## src/divPkg.sv

```systemverilog
// ****************************************
// shared types for the integer divide unit
// holds the controller states, the result kinds of a
// request and the flag struct that travels with the operands
// import inside a module body, use scoped names in port lists
// ****************************************

package divPkg;

    // ****************************************
    // controller states
    // ****************************************
    typedef enum logic [1:0] {
        stIdle    = 2'd0,
        stIterate = 2'd1,
        stDone    = 2'd2
    } divStateE;

    // ****************************************
    // result kinds decided before any iteration
    // ****************************************
    // kindNormal runs the shift-and-subtract loop,
    // the other two load their RISC-V results directly
    typedef enum logic [1:0] {
        kindNormal   = 2'd0,
        kindByZero   = 2'd1,
        kindOverflow = 2'd2
    } divKindE;

    // operand flags produced by the prep stage
    typedef struct packed {
        divKindE kind;
        // negate quotient at the output
        logic    quotNeg;
        // negate remainder at the output
        logic    remNeg;
    } divFlagsS;

    // flags of an unsigned or special request
    localparam divFlagsS flagsNone = '{
        kind:    kindNormal,
        quotNeg: 1'b0,
        remNeg:  1'b0
    };

endpackage

```

## src/divOperandPrep.sv

```systemverilog
// ****************************************
// operand preparation for the divide unit
// converts signed operands to magnitudes and classifies
// the request as normal, divide by zero or signed overflow
// purely combinational, evaluated every cycle
// ****************************************

module divOperandPrep #(
    parameter int width = 32
) (
    input  logic                isSigned,
    input  logic [width-1:0]    dividend,
    input  logic [width-1:0]    divisor,
    output logic [width-1:0]    dividendMag,
    output logic [width-1:0]    divisorMag,
    output divPkg::divFlagsS    flags
);
    import divPkg::*;

    // most negative signed value
    localparam logic [width-1:0] minSigned = {1'b1, {(width-1){1'b0}}};

    logic dividendSign;
    logic divisorSign;
    logic isByZero;
    logic isOverflow;

    // sign bits only count for signed requests
    assign dividendSign = isSigned & dividend[width-1];
    assign divisorSign  = isSigned & divisor[width-1];

    // two's complement magnitudes
    // minSigned maps onto itself, which is its correct unsigned magnitude
    assign dividendMag = dividendSign ? (~dividend + 1'b1) : dividend;
    assign divisorMag  = divisorSign ? (~divisor + 1'b1) : divisor;

    assign isByZero   = (divisor == '0);
    assign isOverflow = isSigned && (dividend == minSigned) && (divisor == '1);

    always_comb begin
        flags = flagsNone;
        if (isByZero) begin
            flags.kind = kindByZero;
        end else if (isOverflow) begin
            flags.kind = kindOverflow;
        end else begin
            flags.kind = kindNormal;
            // quotient sign from both operands, remainder follows the dividend
            flags.quotNeg = dividendSign ^ divisorSign;
            flags.remNeg  = dividendSign;
        end
    end

endmodule

```

## src/divControl.sv

```systemverilog
// ****************************************
// sequencing FSM of the divide unit
// accepts start in idle, issues one step per cycle while
// iterating and raises done for one cycle at the end
// stall freezes the FSM, flush drops the request in flight
// ****************************************

module divControl (
    input  logic            clk,
    input  logic            arstN,
    input  logic            start,
    input  divPkg::divKindE kind,
    input  logic            last,
    input  logic            stall,
    input  logic            flush,
    output logic            load,
    output logic            step,
    output logic            done
);
    import divPkg::*;

    divStateE state;
    divStateE stateNext;

    // ****************************************
    // next state and strobes
    // ****************************************
    always_comb begin
        stateNext = state;
        load      = 1'b0;
        step      = 1'b0;

        case (state)
            stIdle: begin
                if (start) begin
                    load = 1'b1;
                    // special results are ready right after the load
                    stateNext = (kind == kindNormal) ? stIterate : stDone;
                end
            end
            stIterate: begin
                step = 1'b1;
                // last coincides with the final step
                if (last) begin
                    stateNext = stDone;
                end
            end
            stDone: begin
                stateNext = stIdle;
            end
            default: begin
                stateNext = stIdle;
            end
        endcase

        // stall holds everything
        if (stall) begin
            stateNext = state;
            load      = 1'b0;
            step      = 1'b0;
        end

        // flush wins over stall and start
        if (flush) begin
            stateNext = stIdle;
            load      = 1'b0;
            step      = 1'b0;
        end
    end

    always_ff @(posedge clk or negedge arstN) begin
        if (!arstN) begin
            state <= stIdle;
        end else begin
            state <= stateNext;
        end
    end

    // stays high through a stall in stDone
    assign done = (state == stDone);

endmodule

```

## src/divStepCounter.sv

```systemverilog
// ****************************************
// iteration step counter
// cleared on every load or flush, advanced once per step,
// last marks the final quotient bit of a division
// ****************************************

module divStepCounter #(
    parameter int width = 32
) (
    input  logic clk,
    input  logic arstN,
    input  logic clear,
    input  logic advance,
    output logic last
);
    // counts 0 .. width-1
    localparam int countBits = (width > 1) ? $clog2(width) : 1;
    localparam logic [countBits-1:0] lastCount = countBits'(width - 1);

    logic [countBits-1:0] count;

    always_ff @(posedge clk or negedge arstN) begin
        if (!arstN) begin
            count <= '0;
        end else if (clear) begin
            count <= '0;
        end else if (advance) begin
            // wraps to zero after the final step
            count <= count + 1'b1;
        end
    end

    // high during the step that produces the last quotient bit
    assign last = (count == lastCount);

endmodule

```

## src/divCore.sv

```systemverilog
// ****************************************
// datapath of the divide unit
// restoring shift-and-subtract on operand magnitudes,
// one quotient bit per step, signs restored at the output
// special results are written directly on load
// ****************************************

module divCore #(
    parameter int width = 32
) (
    input  logic                clk,
    input  logic                arstN,
    input  logic                load,
    input  logic                step,
    input  logic [width-1:0]    dividendMag,
    input  logic [width-1:0]    divisorMag,
    input  logic [width-1:0]    dividend,
    input  divPkg::divFlagsS    flags,
    output logic [width-1:0]    quotient,
    output logic [width-1:0]    remainder
);
    import divPkg::*;

    // ****************************************
    // state
    // ****************************************
    // partial remainder stays below the divisor between steps
    logic [width-1:0] partRem;
    // dividend bits still to be brought down msb first
    logic [width-1:0] shifter;
    logic [width-1:0] divisorReg;
    logic [width-1:0] quotReg;
    logic             quotNegReg;
    logic             remNegReg;

    // ****************************************
    // one restoring step
    // ****************************************
    logic [width:0] trial;
    logic [width:0] diff;
    logic           fits;

    // bring down the next dividend bit
    assign trial = {partRem, shifter[width-1]};
    assign diff  = trial - {1'b0, divisorReg};
    // keep the difference when it did not go negative
    assign fits  = ~diff[width];

    always_ff @(posedge clk or negedge arstN) begin
        if (!arstN) begin
            partRem    <= '0;
            shifter    <= '0;
            divisorReg <= '0;
            quotReg    <= '0;
            quotNegReg <= 1'b0;
            remNegReg  <= 1'b0;
        end else if (load) begin
            case (flags.kind)
                kindByZero: begin
                    // RISC-V gives all ones and the dividend as remainder
                    quotReg <= '1;
                    partRem <= dividend;
                end
                kindOverflow: begin
                    // RISC-V gives the dividend as quotient and a zero remainder
                    quotReg <= dividend;
                    partRem <= '0;
                end
                default: begin
                    quotReg <= '0;
                    partRem <= '0;
                end
            endcase
            shifter    <= dividendMag;
            divisorReg <= divisorMag;
            // special results are already final and need no sign fixup
            quotNegReg <= (flags.kind == kindNormal) ? flags.quotNeg : 1'b0;
            remNegReg  <= (flags.kind == kindNormal) ? flags.remNeg : 1'b0;
        end else if (step) begin
            partRem <= fits ? diff[width-1:0] : trial[width-1:0];
            shifter <= {shifter[width-2:0], 1'b0};
            quotReg <= {quotReg[width-2:0], fits};
        end
    end

    // ****************************************
    // sign correction
    // ****************************************
    assign quotient  = quotNegReg ? (~quotReg + 1'b1) : quotReg;
    assign remainder = remNegReg ? (~partRem + 1'b1) : partRem;

endmodule

```

## src/divTop.sv

```systemverilog
// ****************************************
// integer divide unit, top level
// one signed or unsigned division at a time, width+1
// cycles from start to done, special cases in one cycle
// results are valid only in the cycle where done is high
// ****************************************

module divTop #(
    parameter int width = 32
) (
    input  logic             clk,
    input  logic             arstN,
    input  logic             start,
    input  logic             isSigned,
    input  logic [width-1:0] dividend,
    input  logic [width-1:0] divisor,
    input  logic             stall,
    input  logic             flush,
    output logic             done,
    output logic [width-1:0] quotient,
    output logic [width-1:0] remainder
);
    import divPkg::*;

    logic [width-1:0] dividendMag;
    logic [width-1:0] divisorMag;
    divFlagsS         flags;
    logic             load;
    logic             step;
    logic             last;
    logic             counterClear;

    divOperandPrep #(.width(width)) u_divOperandPrep (
        .isSigned    (isSigned),
        .dividend    (dividend),
        .divisor     (divisor),
        .dividendMag (dividendMag),
        .divisorMag  (divisorMag),
        .flags       (flags)
    );

    divControl u_divControl (
        .clk   (clk),
        .arstN (arstN),
        .start (start),
        .kind  (flags.kind),
        .last  (last),
        .stall (stall),
        .flush (flush),
        .load  (load),
        .step  (step),
        .done  (done)
    );

    // restart the count on every request and after a dropped one
    assign counterClear = load | flush;

    divStepCounter #(.width(width)) u_divStepCounter (
        .clk     (clk),
        .arstN   (arstN),
        .clear   (counterClear),
        .advance (step),
        .last    (last)
    );

    divCore #(.width(width)) u_divCore (
        .clk         (clk),
        .arstN       (arstN),
        .load        (load),
        .step        (step),
        .dividendMag (dividendMag),
        .divisorMag  (divisorMag),
        .dividend    (dividend),
        .flags       (flags),
        .quotient    (quotient),
        .remainder   (remainder)
    );

endmodule

```

## config.mk

```make
export PLATFORM = sky130hd
export DESIGN_NAME = divTop
export DESIGN_NICKNAME = d
export VERILOG_FILES = /design/src/divPkg.sv /design/src/divOperandPrep.sv /design/src/divControl.sv /design/src/divStepCounter.sv /design/src/divCore.sv /design/src/divTop.sv
export SDC_FILE = /design/constraint.sdc
export NUM_CORES = 1
export LEC_CHECK = 0
export BUFFER_PORTS_ARGS = -buffer_cell sky130_fd_sc_hd__buf_2
export CAP_MARGIN = 20
export CORE_MARGIN = 2
export CORE_UTILIZATION = 40
export CTS_BUF_LIST = sky130_fd_sc_hd__clkbuf_4
export DETAILED_ROUTE_END_ITERATION = 16
export PLACE_DENSITY_LB_ADDON = 0.25
export SYNTH_ARGS = -nofsm -noshare
export SYNTH_HDL_FRONTEND = slang
export SYNTH_SLANG_ARGS = --single-unit
```

## constraint.sdc

```tcl
create_clock -name clk -period 9.15 [get_ports clk]
set_clock_uncertainty 0.1 [all_clocks]
set_input_delay 0.4575 -clock clk [delete_from_list [all_inputs] [get_ports clk]]
set_output_delay 0.4575 -clock clk [all_outputs]
set_load 0.005 [all_outputs]
```

### Word level (Yosys, flattened, before mapping)

Index checks and enable logic that the tools add are counted.

| word-level totals | value |
|---|---|
| input bits | 70 |
| output and inout port bits | 65 |
| register bits after elaboration | 137 |
| word-level logic and storage cells | 75 |

| cells by class | value |
|---|---|
| equality and inequality tests | 10 |
| reductions and logical operators | 8 |
| $add $sub $neg | 6 |
| bitwise logic cells | 9 |
| multiplexer cells | 34 |

Operators by type and width:

| operator | number |
|---|---|
| 32-bit two-way mux | 12 |
| 32-bit by 1-bit adder with 32-bit output, second input constant | 4 |
| 32-bit inverter | 4 |
| 32-bit equality test, second input constant | 2 |
| 32-bit one-hot mux with 2 select lines | 1 |
| 33-bit by 32-bit subtractor with 33-bit output | 1 |
| 32-bit logical NOT | 1 |
| 2-bit two-way mux | 9 |
| 5-bit two-way mux | 2 |
| 1-bit two-way mux | 9 |
| 3-bit != test, second input constant | 2 |
| 5-bit by 1-bit adder with 5-bit output, second input constant | 1 |
| 5-bit equality test, second input constant | 1 |
| 2-bit by 1-bit equality test with 1-bit output, second input constant | 2 |
| 2-bit equality test, second input constant | 2 |
| 2-bit logical NOT | 2 |
| 2-bit one-hot mux with 2 select lines | 1 |
| 2-bit nonzero test | 2 |
| 3-bit AND reduction | 1 |
| 1-bit bitwise AND | 2 |
| 1-bit logical AND | 2 |
| 2-bit by 1-bit != test with 1-bit output, second input constant | 1 |
| 1-bit inverter | 1 |
| 1-bit OR | 1 |
| 1-bit XOR | 1 |

### Logic depth before layout (Yosys ltp)

Gate-level depths: netlist of the first run.

| logic depth | value |
|---|---|
| depth after elaboration | 11 |
| depth in mapped cells | 14 |
| depth with buffers taken out | 12 |

### Hierarchy

Synthesis of the first run repeated with hierarchy kept, for this count alone.

| second synthesis, totals | value |
|---|---|
| cell total of the unflattened synthesis | 1473 |
| area total of the unflattened synthesis | 11730.0 sq um |

Modules (own cells, without submodules):

| module | instances | area an instance (sq um) | cells an instance | seq. area each (sq um) |
|---|---|---|---|---|
| divCore | 1 | 9619.2 | 1168 | 3253.1 |
| divOperandPrep | 1 | 1697.9 | 265 | 0.0 |
| divStepCounter | 1 | 276.5 | 22 | 125.1 |
| divControl | 1 | 130.1 | 17 | 50.0 |
| divTop | 1 | 6.3 | 1 | 0.0 |

### Worst setup path after synthesis of the first run

Ideal clock, no wire load.

| timing | value |
|---|---|
| kind | reg2reg |
| from | register u_divCore.divisorReg[0] |
| to | register u_divCore.partRem[1] |
| setup slack | 6.100 ns |
| data required time | 8.956 ns |
| clock period less this slack | 3.050 ns |
| arrival | 2.856 ns |
| path buffers | 1 |
| cell stages (with the launch flop) | 13 |
| setup time | 0.094 ns |
| cells stage by stage | dfrtp_1 ha_1 fa_1 nand2b_1 a21oi_1 o211ai_1 and2b_1 o21ba_1 a311oi_2 or2_1 buf_6 mux2_1 a221oi_2 |

| between the ends | value |
|---|---|
| longest elaborated chain between the ends | 4 |

Ends and longest elaborated chain:

| item | RTL line | text |
|---|---|---|
| start, declared | divCore.sv:31 | `logic [width-1:0] divisorReg;` |
| start signal, assigned | divCore.sv:75 | `divisorReg <= divisorMag;` |
| 33-bit by 32-bit subtractor with 33-bit output | divCore.sv:45 | `assign diff = trial - {1'b0, divisorReg};` |
| 32-bit two-way mux | divCore.sv:80 | `partRem <= fits ? diff[width-1:0] : trial[width-1:0];` |
| 32-bit two-way mux | divCore.sv:79 | `end else if (step) begin` |
| 32-bit two-way mux | divCore.sv:57 | `end else if (load) begin` |
| end signal, assigned | divCore.sv:62 | `partRem <= dividend;` |
| end signal, assigned | divCore.sv:80 |  |
| end, declared | divCore.sv:28 | `logic [width-1:0] partRem;` |

Every way passes these cells. The select of a mux whose other input is x is not followed.
A chain may end at the register's enable or synchronous reset.

### Worst setup path after layout of the first run

| timing | value |
|---|---|
| from | register u_divCore.partRem[4] |
| to | output port remainder[29] |

| between the ends | value |
|---|---|
| longest elaborated chain between the ends | 3 |

Ends and longest elaborated chain:

| item | RTL line | text |
|---|---|---|
| 32-bit inverter | divCore.sv:90 | `assign remainder = remNegReg ? (~partRem + 1'b1) : partRem;` |
| 32-bit by 1-bit adder with 32-bit output | divCore.sv:90 |  |
| 32-bit two-way mux | divCore.sv:90 |  |
| end, declared | divTop.sv:21 | `output logic [width-1:0] remainder` |

Every way passes these cells.

==> results of run 1 <==
power breakdown:
group | internal (mW) | total [mW] | switching [mW]
registers | 0.773 | 1.02 | 0.250
clock network | 0.123 | 0.410 | 0.287
logic | 0.790 | 1.88 | 1.09
total | 1.69 | 3.31 | 1.62
cells by family (layout without fill, tap and decap cells):
logic type	Yosys count	in the layout	synth area share (%)
multiplexers	11	11	1.06
buffers and inverters	136	233	5.28
AO/OA/AOI/OAI	395	395	23.2
adder cells (fa/ha/maj)	40	40	4.62
XOR/XNOR	148	148	11.8
AND/OR/NAND/NOR	532	532	22.9
flip-flops	137	137	31.2
other	0	1	0
state kept, by name, summed over array words and instances (netlist names):
register,count
u_divCore.divisorReg,32
u_divCore.partRem,32
u_divCore.quotReg,32
u_divCore.shifter,32
u_divStepCounter.count,5
u_divControl.state,2
u_divCore.quotNegReg,1
u_divCore.remNegReg,1
repair_timing:
action | 4_1_cts | 5_1_grt
hold buffers | 2 | 0
hold endpoints to repair | 66 | 0
setup endpoints to repair | 0 | 0
gates resized for setup | 0 | 0
cells in the final DEF, fill, tap and decap left out, types with 16 or more instances in the layout:
cell type	Yosys	routed
nand2b_1	16	16
inv_1	54	54
o31ai_1	32	32
dfrtp_1	137	137
nor2_1	121	120
ha_1	39	39
nand2_1	242	240
clkbuf_4	0	17
xor2_1	47	47
xnor2_1	101	101
nor3_1	23	23
buf_2	10	133
o21ai_0	93	93
a21oi_1	88	88
a31oi_1	71	71
nand4_1	19	19
nand3_1	25	25
metal layers:
metal / GRT usage (%) / wire length (um)
met1: 31.9 / 15400
met2: 36.9 / 15200
met3: 3.92 / 1770
met4: 8.40 / 898
met5: 0 / 0
area by class of cell:
cell class	count	area [um^2]	area share (%)
multi-input combinational	1126	7000	57.6
tap	341	427	3.51
timing repair buffer	147	820	6.74
clock buffer	17	128	1.05
sequential	137	3430	28.2
inverter	54	203	1.67
clock inverter	15	148	1.21
antenna	1	2.50	0.0206
worst paths after layout:
check | startpoint | end | cells past startpoint
max in group asynchronous | arstN | u_divCore.shifter[27] | 3
hold reg to reg | u_divCore.divisorReg[6] | u_divCore.divisorReg[6] | 2
setup reg to reg | u_divCore.divisorReg[0] | u_divCore.partRem[20] | 12
setup / recovery | u_divCore.partRem[4] | remainder[29] | 7
min in group asynchronous | arstN | u_divCore.divisorReg[3] | 2
hold / removal | dividend[1] | u_divCore.shifter[1] | 3
per-stage QoR:
stage / utilization [%] / total power [mW] / std cells / worst slack [ps]
floorplan: - / 2.34 / 1399 / 6100
global placement: 43.8 / 2.85 / 1801 / 5320
detailed placement: 43.9 / 2.88 / 1802 / 5220
CTS: 45.0 / 3.30 / 1836 / 4990
global route: 45.1 / 3.58 / 1838 / 4740
finish: 45.1 / 3.31 / 1838 / 4970
worst max-delay path, stage by stage, from the launching register on:
cell and delay (ps):
dfrtp_1 520, nor4_1 650, nand4_1 480, or3_1 500
nand2b_1 240, o41ai_1 350, xnor2_1 160, buf_2 130
==> impl_metrics.yaml, run 1 <==
power:
  vdd_drop_max_mv: 0.151
  p_leak_nw: 5.20
  powerDensity_nw_per_um2: 272
yosys:
  synth_top_area_share_pct: 31.2
  netlist_area_um2: 11000
  ys_async_sr_fraction_pct: 100
  synth_most_common_cell: "nand2_1"
  synth_flop_cell: "dfrtp_1"
  ys_seq_area_share_pct: 31.2
  syn_inst: 1399
  synth_edf_count: 0
  ys_types: 87
  ys_seq_elements: 137
  synth_top_cells_by_count: "242 x nand2_1, 137 x dfrtp_1, 121 x nor2_1, 101 x xnor2_1, 93 x o21ai_0"
  ys_warn_count: 0
  synthTopCellsByArea: "dfrtp_1 31%, nand2_1 8.3%, xnor2_1 8.0%"
  synth_area_leader_cell: "dfrtp_1"
  synth.avg_cell_area_um2: 7.86
  synth_nets: 1509
flow_run:
  cap_violations: 0
placement:
  port-buffer-count: 134
  gp_congestion: 0.912
  dp.final_hpwl_um: 24300
  postPlaceCellArea_um2: 11800
clock_tree:
  postCtsSetupRepairBufs: 0
  cts_sinks: 137
  cts.path.max_buffers: 2
  cts.htree.levels: 4
  cts_tree: "done"
  clk-insertion-delay-late_ps: 580
  cts_buffers: 17
  clk_pin_slew_ps: 150
  root_buffer: "clkbuf_4"
route:
  drc: 0
  drt_first_pass_iters: 5
  routed_wl_um: 33300
  num_vias: 10600
  antenna_left: 0
  drt-wirelength-per-cell_um: 18.1
  first_iter_violations: 964
  detail_route.vias_per_cell: 5.75
finish:
  fill_cells: 2737
  fin_nets: 1593
  design_area_um2: 12200
  drive_gt1_share_pct: 14.6
  syn2layout_area_growth_pct: 10.6
timing:
  worst_pin_slew_ps: 1170
  final.min_clock_period_ps: 4180
  setup_viol: 0
  fin_tns_setup_ps: 0
  maxSlewViolCount: 0
  max_clock_freq_ghz: 0.239
  whs_ps: 59.6
  rsz0062_at_grt: "false"
  fin_crit_sh_pct: 45.7
  hold_viol_final: 0
  relSlewSlack_pct: 21.9
grt:
  grt_use_total_pct: 23.3
  grt_max_degree: 87
  antenna_found_initial: 1
  grt_overflow: 0
  first_global_vias: 9936
  grt_pass1_wl_um: 53300
worst_setup_path:
  path_max_fanout: 8
  crit_required_ps: 8590
  reg2reg_slack_ps: 5160
  crit_type: "reg2out"
  crit_arrival_ps: 3630
  cp-end-kind: "output pin"
  start_kind: "flip-flop"
die:
  die-area_um2: 28800
  row_count: 60
  initial_utilization_pct: 40.8
  dieHeight_um: 170
  ioPinCount: 135
  core_region_area_um2: 27000
  dieWidth_um: 170
run_status:
  status: "finished, final reports clean"
min_path:
  holdCritPathClass: "in2reg"
(Power assumes the default switching activity.)
==> inputs of run 2 (changes only) <==
==> constraint.sdc (replaced) <==
create_clock -name clk -period 4 [get_ports clk]
set_clock_uncertainty 0.1 [all_clocks]
set_input_delay 0.2 -clock clk [delete_from_list [all_inputs] [get_ports clk]]
set_output_delay 0.2 -clock clk [all_outputs]
set_load 0.005 [all_outputs]
==> run 2 against run 1 <==
Effect of this change:
- register-to-register slack worse by 4800 ps
- routed wire length is 4.6% higher
- cell area is 7.0% higher
- clock power is 140% higher
- global-route usage is 1.1 points higher
- largest cell class unchanged
- sequential cell count stayed put
- sequential share of layout area is 1.8 points lower
- first-iteration DRC count is 7.2% lower
==> impl_metrics.yaml, run 2 (synthesis gave the netlist of run 1 again) <==
route:
  highest_layer: "met4"
  antenna_left: 0
  detail_route.vias_per_cell: 5.66
  drt_first_pass_iters: 5
  wl_met3_um: 1720
  drt-wirelength-per-cell_um: 18.1
  m1WireLength_um: 16200
  wl_met2_um: 16300
  num_vias: 10900
  first_iter_violations: 895
  routed_wl_um: 34800
  drc: 0
die:
  core_region_area_um2: 27000
  die-area_um2: 28800
  initial_utilization_pct: 40.8
  row_count: 60
  ioPinCount: 135
  dieWidth_um: 170
  dieHeight_um: 170
grt:
  first_global_vias: 10300
  antenna_found_initial: 1
  grt_overflow: 0
  grt_use_total_pct: 24.4
  grt_max_degree: 98
  grt_pass1_wl_um: 55800
worst_setup_path:
  r2r_end: "u_divCore.partRem[17]"
  crit_required_ps: 3700
  cp-end-kind: "output pin"
  path_max_fanout: 8
  reg2reg_slack_ps: 410
  worstReg2RegStart: "u_divCore.partRem[0]"
  ff2ff_path_depth: 12
  start_kind: "flip-flop"
  crit_type: "reg2out"
  endpoint: "remainder[26]"
  crit_arrival_ps: 3470
  worstSetupStartpoint: "u_divCore.partRem[5]"
clock_tree:
  cts_buffers: 17
  cts_tree: "done"
  cts.path.max_buffers: 2
  root_buffer: "clkbuf_4"
  clk-insertion-delay-late_ps: 580
  cts.htree.levels: 4
  clk_pin_slew_ps: 150
  cts_sinks: 137
placement:
  gp_congestion: 0.904
  port-buffer-count: 134
  dp.final_hpwl_um: 25000
  post-place-ws_ps: 331
  placed_cells: 1818
  postPlaceCellArea_um2: 11900
finish:
  multi_input_area_um2: 7000
  layout_common_cells: "240 x nand2_1, 137 x dfrtp_1, 133 x buf_2"
  design_area_um2: 13000
  drive_gt1_share_pct: 14.8
  syn2layout_area_growth_pct: 18.3
  fill_cells: 2663
  mostFrequentLayoutCell: "nand2_1"
  post-route-util_pct: 48.2
  instances_no_fill: 1926
  final-seq-area_um2: 3430
  fin_nets: 1681
power:
  powerDensity_nw_per_um2: 603
  comb_power_share_pct: 57.8
  switching_power_mw: 3.73
  vdd_drop_max_mv: 0.364
  power.total_mw: 7.83
  intPower_mw: 4.10
  netSwitchingFraction_pct: 47.7
  p_clk_share_pct: 12.7
  p_seq_share_pct: 29.4
  p_leak_nw: 5.58
timing:
  relSlewSlack_pct: 27.6
  setup_viol: 0
  hold_viol_final: 0
  fin_tns_setup_ps: 0
  maxSlewViolCount: 0
  whs_ps: 174
  setup_slack_ps: 228
  max_clock_freq_ghz: 0.265
  worst_pin_slew_ps: 1080
  rsz0062_at_grt: "false"
  fin_crit_sh_pct: 94.3
  final.min_clock_period_ps: 3770
flow_run:
  cap_violations: 0
min_path:
  holdCritPathClass: "in2async"
run_status:
  status: "finished, final reports clean"
[run 2: cell types whose count changed in the layout (fill, tap and decap cells not counted), moves of 2 or more]
| cell | previous run | this run |
|---|---|---|
| dlygate4sd3_1 | 2 | 74 |
| buf_4 | 9 | 25 |
| inv_8 | 5 | 0 |
| bufinv_16 | 0 | 2 |
| clkinv_4 | 1 | 3 |
[run 2: area by class of cell]
| type | count | share of cell area (%) |
|---|---|---|
| Antenna cell | 1 | 0.0193 |
| Clock inverter | 15 | 1.25 |
| Clock buffer | 17 | 0.982 |
| Sequential cell | 137 | 26.4 |
| Multi-Input combinational cell | 1126 | 53.9 |
| Timing Repair Buffer | 235 | 12.7 |
| Inverter | 54 | 1.56 |
| Tap cell | 341 | 3.28 |
[run 2: worst max-delay path: stages, from the launching register on]
cell and delay (ps):
dfrtp_1 540, nor4_1 310, buf_4 190, nand2b_1 110, nand2b_1 210, nand2b_1 210
or3_1 480, o41ai_2 430, nand2_1 120, xor2_1 160, buf_2 140
[run 2: routing by layer]
metal	global-route usage, %	up-vias
li1	-	5293
met1	34.3	5257
met2	39.8	311
met3	3.10	39
met4	6.02	0
met5	0	-
[run 2: how the worst min path moves through the flow]
stage	to	slack (ps)	depth (start not counted)
floorplan	u_divControl.state[0]	-200	0
global placement	u_divCore.divisorReg[4]	280	1
detailed placement	u_divCore.divisorReg[4]	280	1
CTS	u_divStepCounter.count[0]	160	4
global route	u_divStepCounter.count[2]	180	4
finish	u_divCore.divisorReg[4]	170	2
[run 2: repair_timing]
| item | 4_1_cts | 5_1_grt |
|---|---|---|
| endpoints found under the hold margin | 199 | 0 |
| hold buffers | 74 | 0 |
| buffers inserted | 0 | 0 |
| endpoints found under the setup margin | 0 | 6 |
| resized for setup | 0 | 1 |
[run 2: power groups by stage]
stage	Combinational, mW	Sequential [mW]	Clock, mW
floorplan	3.21	2.13	0
global placement	4.33	2.31	0
detailed placement	4.36	2.33	0
CTS	4.46	2.31	1.02
global route	5.03	2.37	1.07
finish	4.53	2.31	0.997
==> inputs of run 3 (changes only) <==
--- a/config.mk
+++ b/config.mk
@@ -14,4 +14,5 @@
 export PLACE_DENSITY_LB_ADDON = 0.25
 export SYNTH_ARGS = -nofsm -noshare
 export SYNTH_HDL_FRONTEND = slang
+export SYNTH_HIERARCHICAL = 1
 export SYNTH_SLANG_ARGS = --single-unit
==> run 3 against run 2 <==
Effect of this change:
- non-clock buffer count down 2
- routed wire length up 14%
- critical path depth down 2
- setup slack worse by 140 ps
==> impl_metrics.yaml, run 3 <==
worst_setup_path:
  crit_required_ps: 3700
  crit_arrival_ps: 3610
  cpPeakStageDelay_ps: 530
  path_max_fanout: 6
  crit_cells: 8
  crit_type: "reg2out"
  worstSetupStartpoint: "u_divCore/partRem[7]"
  start_kind: "flip-flop"
  ff2ff_path_depth: 12
  path_buf_inv: 1
  cp-end-kind: "output pin"
  r2r_end: "u_divCore/partRem[31]"
  critPathSlowestCell: "or4_4"
  worstReg2RegStart: "u_divCore/shifter[31]"
  crit_path_frequent_cell: "or3_4"
  crit_family: "simple AND/OR/NAND/NOR gates"
  reg2reg_slack_ps: 440
  endpoint: "remainder[25]"
  crit_chain: "or4_4 > or3_1 > or3_4 > or3_4 > or3_4 > o31ai_1 > xnor2_1 > buf_2"
clock_tree:
  root_buffer: "clkbuf_4"
  clk_pin_slew_ps: 170
  cts_sinks: 137
  clk-insertion-delay-late_ps: 580
  cts_tree: "done"
  cts.path.max_buffers: 2
  cts_buffers: 17
  cts.htree.levels: 4
die:
  ioPinCount: 135
  dieHeight_um: 175
  die-area_um2: 30700
  row_count: 62
  initial_utilization_pct: 40.8
  core_region_area_um2: 28800
  dieWidth_um: 175
finish:
  final-seq-area_um2: 3430
  instances_no_fill: 2026
  syn2layout_area_growth_pct: 18.0
  fill_cells: 2881
  drive_gt1_share_pct: 14.6
  post-route-util_pct: 48.1
  fin_nets: 1741
  multi_input_area_um2: 7710
  design_area_um2: 13800
  mostFrequentLayoutCell: "nand2_1"
  layout_common_cells: "175 x nand2_1, 142 x o21ai_0, 133 x buf_2"
power:
  p_leak_nw: 5.58
  power.total_mw: 6.81
  powerDensity_nw_per_um2: 492
  vdd_drop_max_mv: 0.291
yosys:
  netlist_area_um2: 11700
  synth_area_leader_cell: "dfrtp_1"
  synth_flop_cell: "dfrtp_1"
  synth.avg_cell_area_um2: 7.96
  synth_top_area_share_pct: 29.2
  synth_top_cells_by_count: "175 x nand2_1, 145 x o21ai_0, 137 x dfrtp_1, 106 x a21oi_1, 95 x xnor2_1"
  ys_types: 80
  synth_edf_count: 0
  ys_seq_area_share_pct: 29.2
  synth_nets: 1586
  syn_inst: 1473
  ys_seq_elements: 137
  synth_most_common_cell: "nand2_1"
  ys_async_sr_fraction_pct: 100
  synthTopCellsByArea: "dfrtp_1 29%, xnor2_1 7.1%, o21ai_0 6.2%"
  ys_warn_count: 6
placement:
  port-buffer-count: 134
  placed_cells: 1916
  postPlaceCellArea_um2: 12700
  gp_congestion: 0.923
  dp.final_hpwl_um: 28500
timing:
  worst_pin_slew_ps: 994
  hold_viol_final: 0
  final.min_clock_period_ps: 3910
  setup_viol: 0
  max_clock_freq_ghz: 0.256
  rsz0062_at_grt: "true"
  maxSlewViolCount: 0
  fin_crit_sh_pct: 97.8
  fin_tns_setup_ps: 0
  relSlewSlack_pct: 33.7
route:
  first_iter_violations: 1084
  drt-wirelength-per-cell_um: 19.7
  detail_route.vias_per_cell: 5.92
  drt_first_pass_iters: 8
  num_vias: 12000
  antenna_left: 0
  routed_wl_um: 39900
  drc: 0
run_status:
  status: "finished, final reports clean"
grt:
  grt_use_total_pct: 25.4
  antenna_found_initial: 1
  grt_overflow: 0
  first_global_vias: 11000
  grt_pass1_wl_um: 61400
  grt_max_degree: 152
min_path:
  holdCritPathClass: "in2async"
flow_run:
  cap_violations: 0
## run 3: cell types whose count changed after synthesis, moves of 25 or more
cell and delta:
a31oi_1 -25, clkbuf_1 +25, mux2i_1 +60, nand2_1 -67, nor2_1 -62, o21ai_0 +52
o22ai_1 +34, o31ai_1 +28
## run 3: worst min-delay path by stage
| stage | end | slack (ps) | depth (start not counted) | start |
|---|---|---|---|---|
| after floorplan | u_divControl/state[0] | -200 | 0 | arstN |
| after global placement | u_divCore/quotReg[5] | 220 | 1 | arstN |
| after detailed placement | u_divCore/quotReg[4] | 210 | 1 | arstN |
| after CTS | u_divCore/quotReg[22] | 110 | 2 | arstN |
| after global routing | u_divCore/shifter[21] | 150 | 2 | arstN |
| final | u_divCore/shifter[21] | 140 | 2 | arstN |
## run 3: final cells by class
class | instances | share of cell area (%)
antenna | 1 | 0.0181
tap | 384 | 3.47
clock buffer | 17 | 0.922
multi-input combinational | 1171 | 55.7
inverter | 68 | 1.84
sequential | 137 | 24.8
clock inverter | 15 | 1.25
timing repair buffer | 233 | 12.0
## run 3: where the power goes
| part | internal [mW] | total, mW | switching [mW] |
|---|---|---|---|
| clock network | 0.349 | 0.996 | 0.647 |
| registers | 1.65 | 2.02 | 0.367 |
| logic | 1.55 | 3.80 | 2.25 |
| total | 3.55 | 6.81 | 3.26 |
## run 3: repair_timing
item / 4_1_cts / 5_1_grt
endpoints found under the setup margin: 8 / 10
resized for setup: 5 / 8
buffers inserted: 2 / 2
hold buffers: 72 / 0
pin swaps: 0 / 3
hold endpoints to repair: 202 / 0
## run 3: cells by family (layout without fill, tap and decap cells)
family                   count (synthesis)  count (layout)  share of synthesized area [%]
other                                    0               1                              0
flip-flops                             137             137                           29.2
multiplexers                            72              72                           6.21
XOR/XNOR                               134             134                           10.0
AO/OA/AOI/OAI                          485             485                           25.8
AND/OR/NAND/NOR                        437             437                           18.5
adder cells (fa/ha/maj)                 43              43                           4.65
buffers and inverters                  165             333                           5.55
## run 3: metrics by stage
stage               hold slack, ps  setup WS (ps)
floorplan                     -196            773
global placement               217            604
detailed placement             214            566
CTS                            114          0.168
global route                   152          -24.4
finish                         140           89.0
## run 3: per-layer routing
metal | vias to the layer above | global-route usage (%) | share of wire [%]
met1 | 5796 | 35.9 | 45
met3 | 53 | 5.44 | 7.7
met2 | 438 | 39.3 | 45
met4 | 0 | 6.74 | 2.1
met5 | - | 0 | 0
li1 | 5714 | - | -
## run 3: worst reg2reg max path: stages (launching register included)
cell	delay [ps]
dfrtp_1	440
inv_1	60
ha_1	220
fa_1	410
nand2b_1	180
a21oi_1	220
o21ai_1	280
o21a_1	280
o2bb2ai_1	150
buf_4	190
mux2_2	540
a41oi_1	260
o21ai_0	100
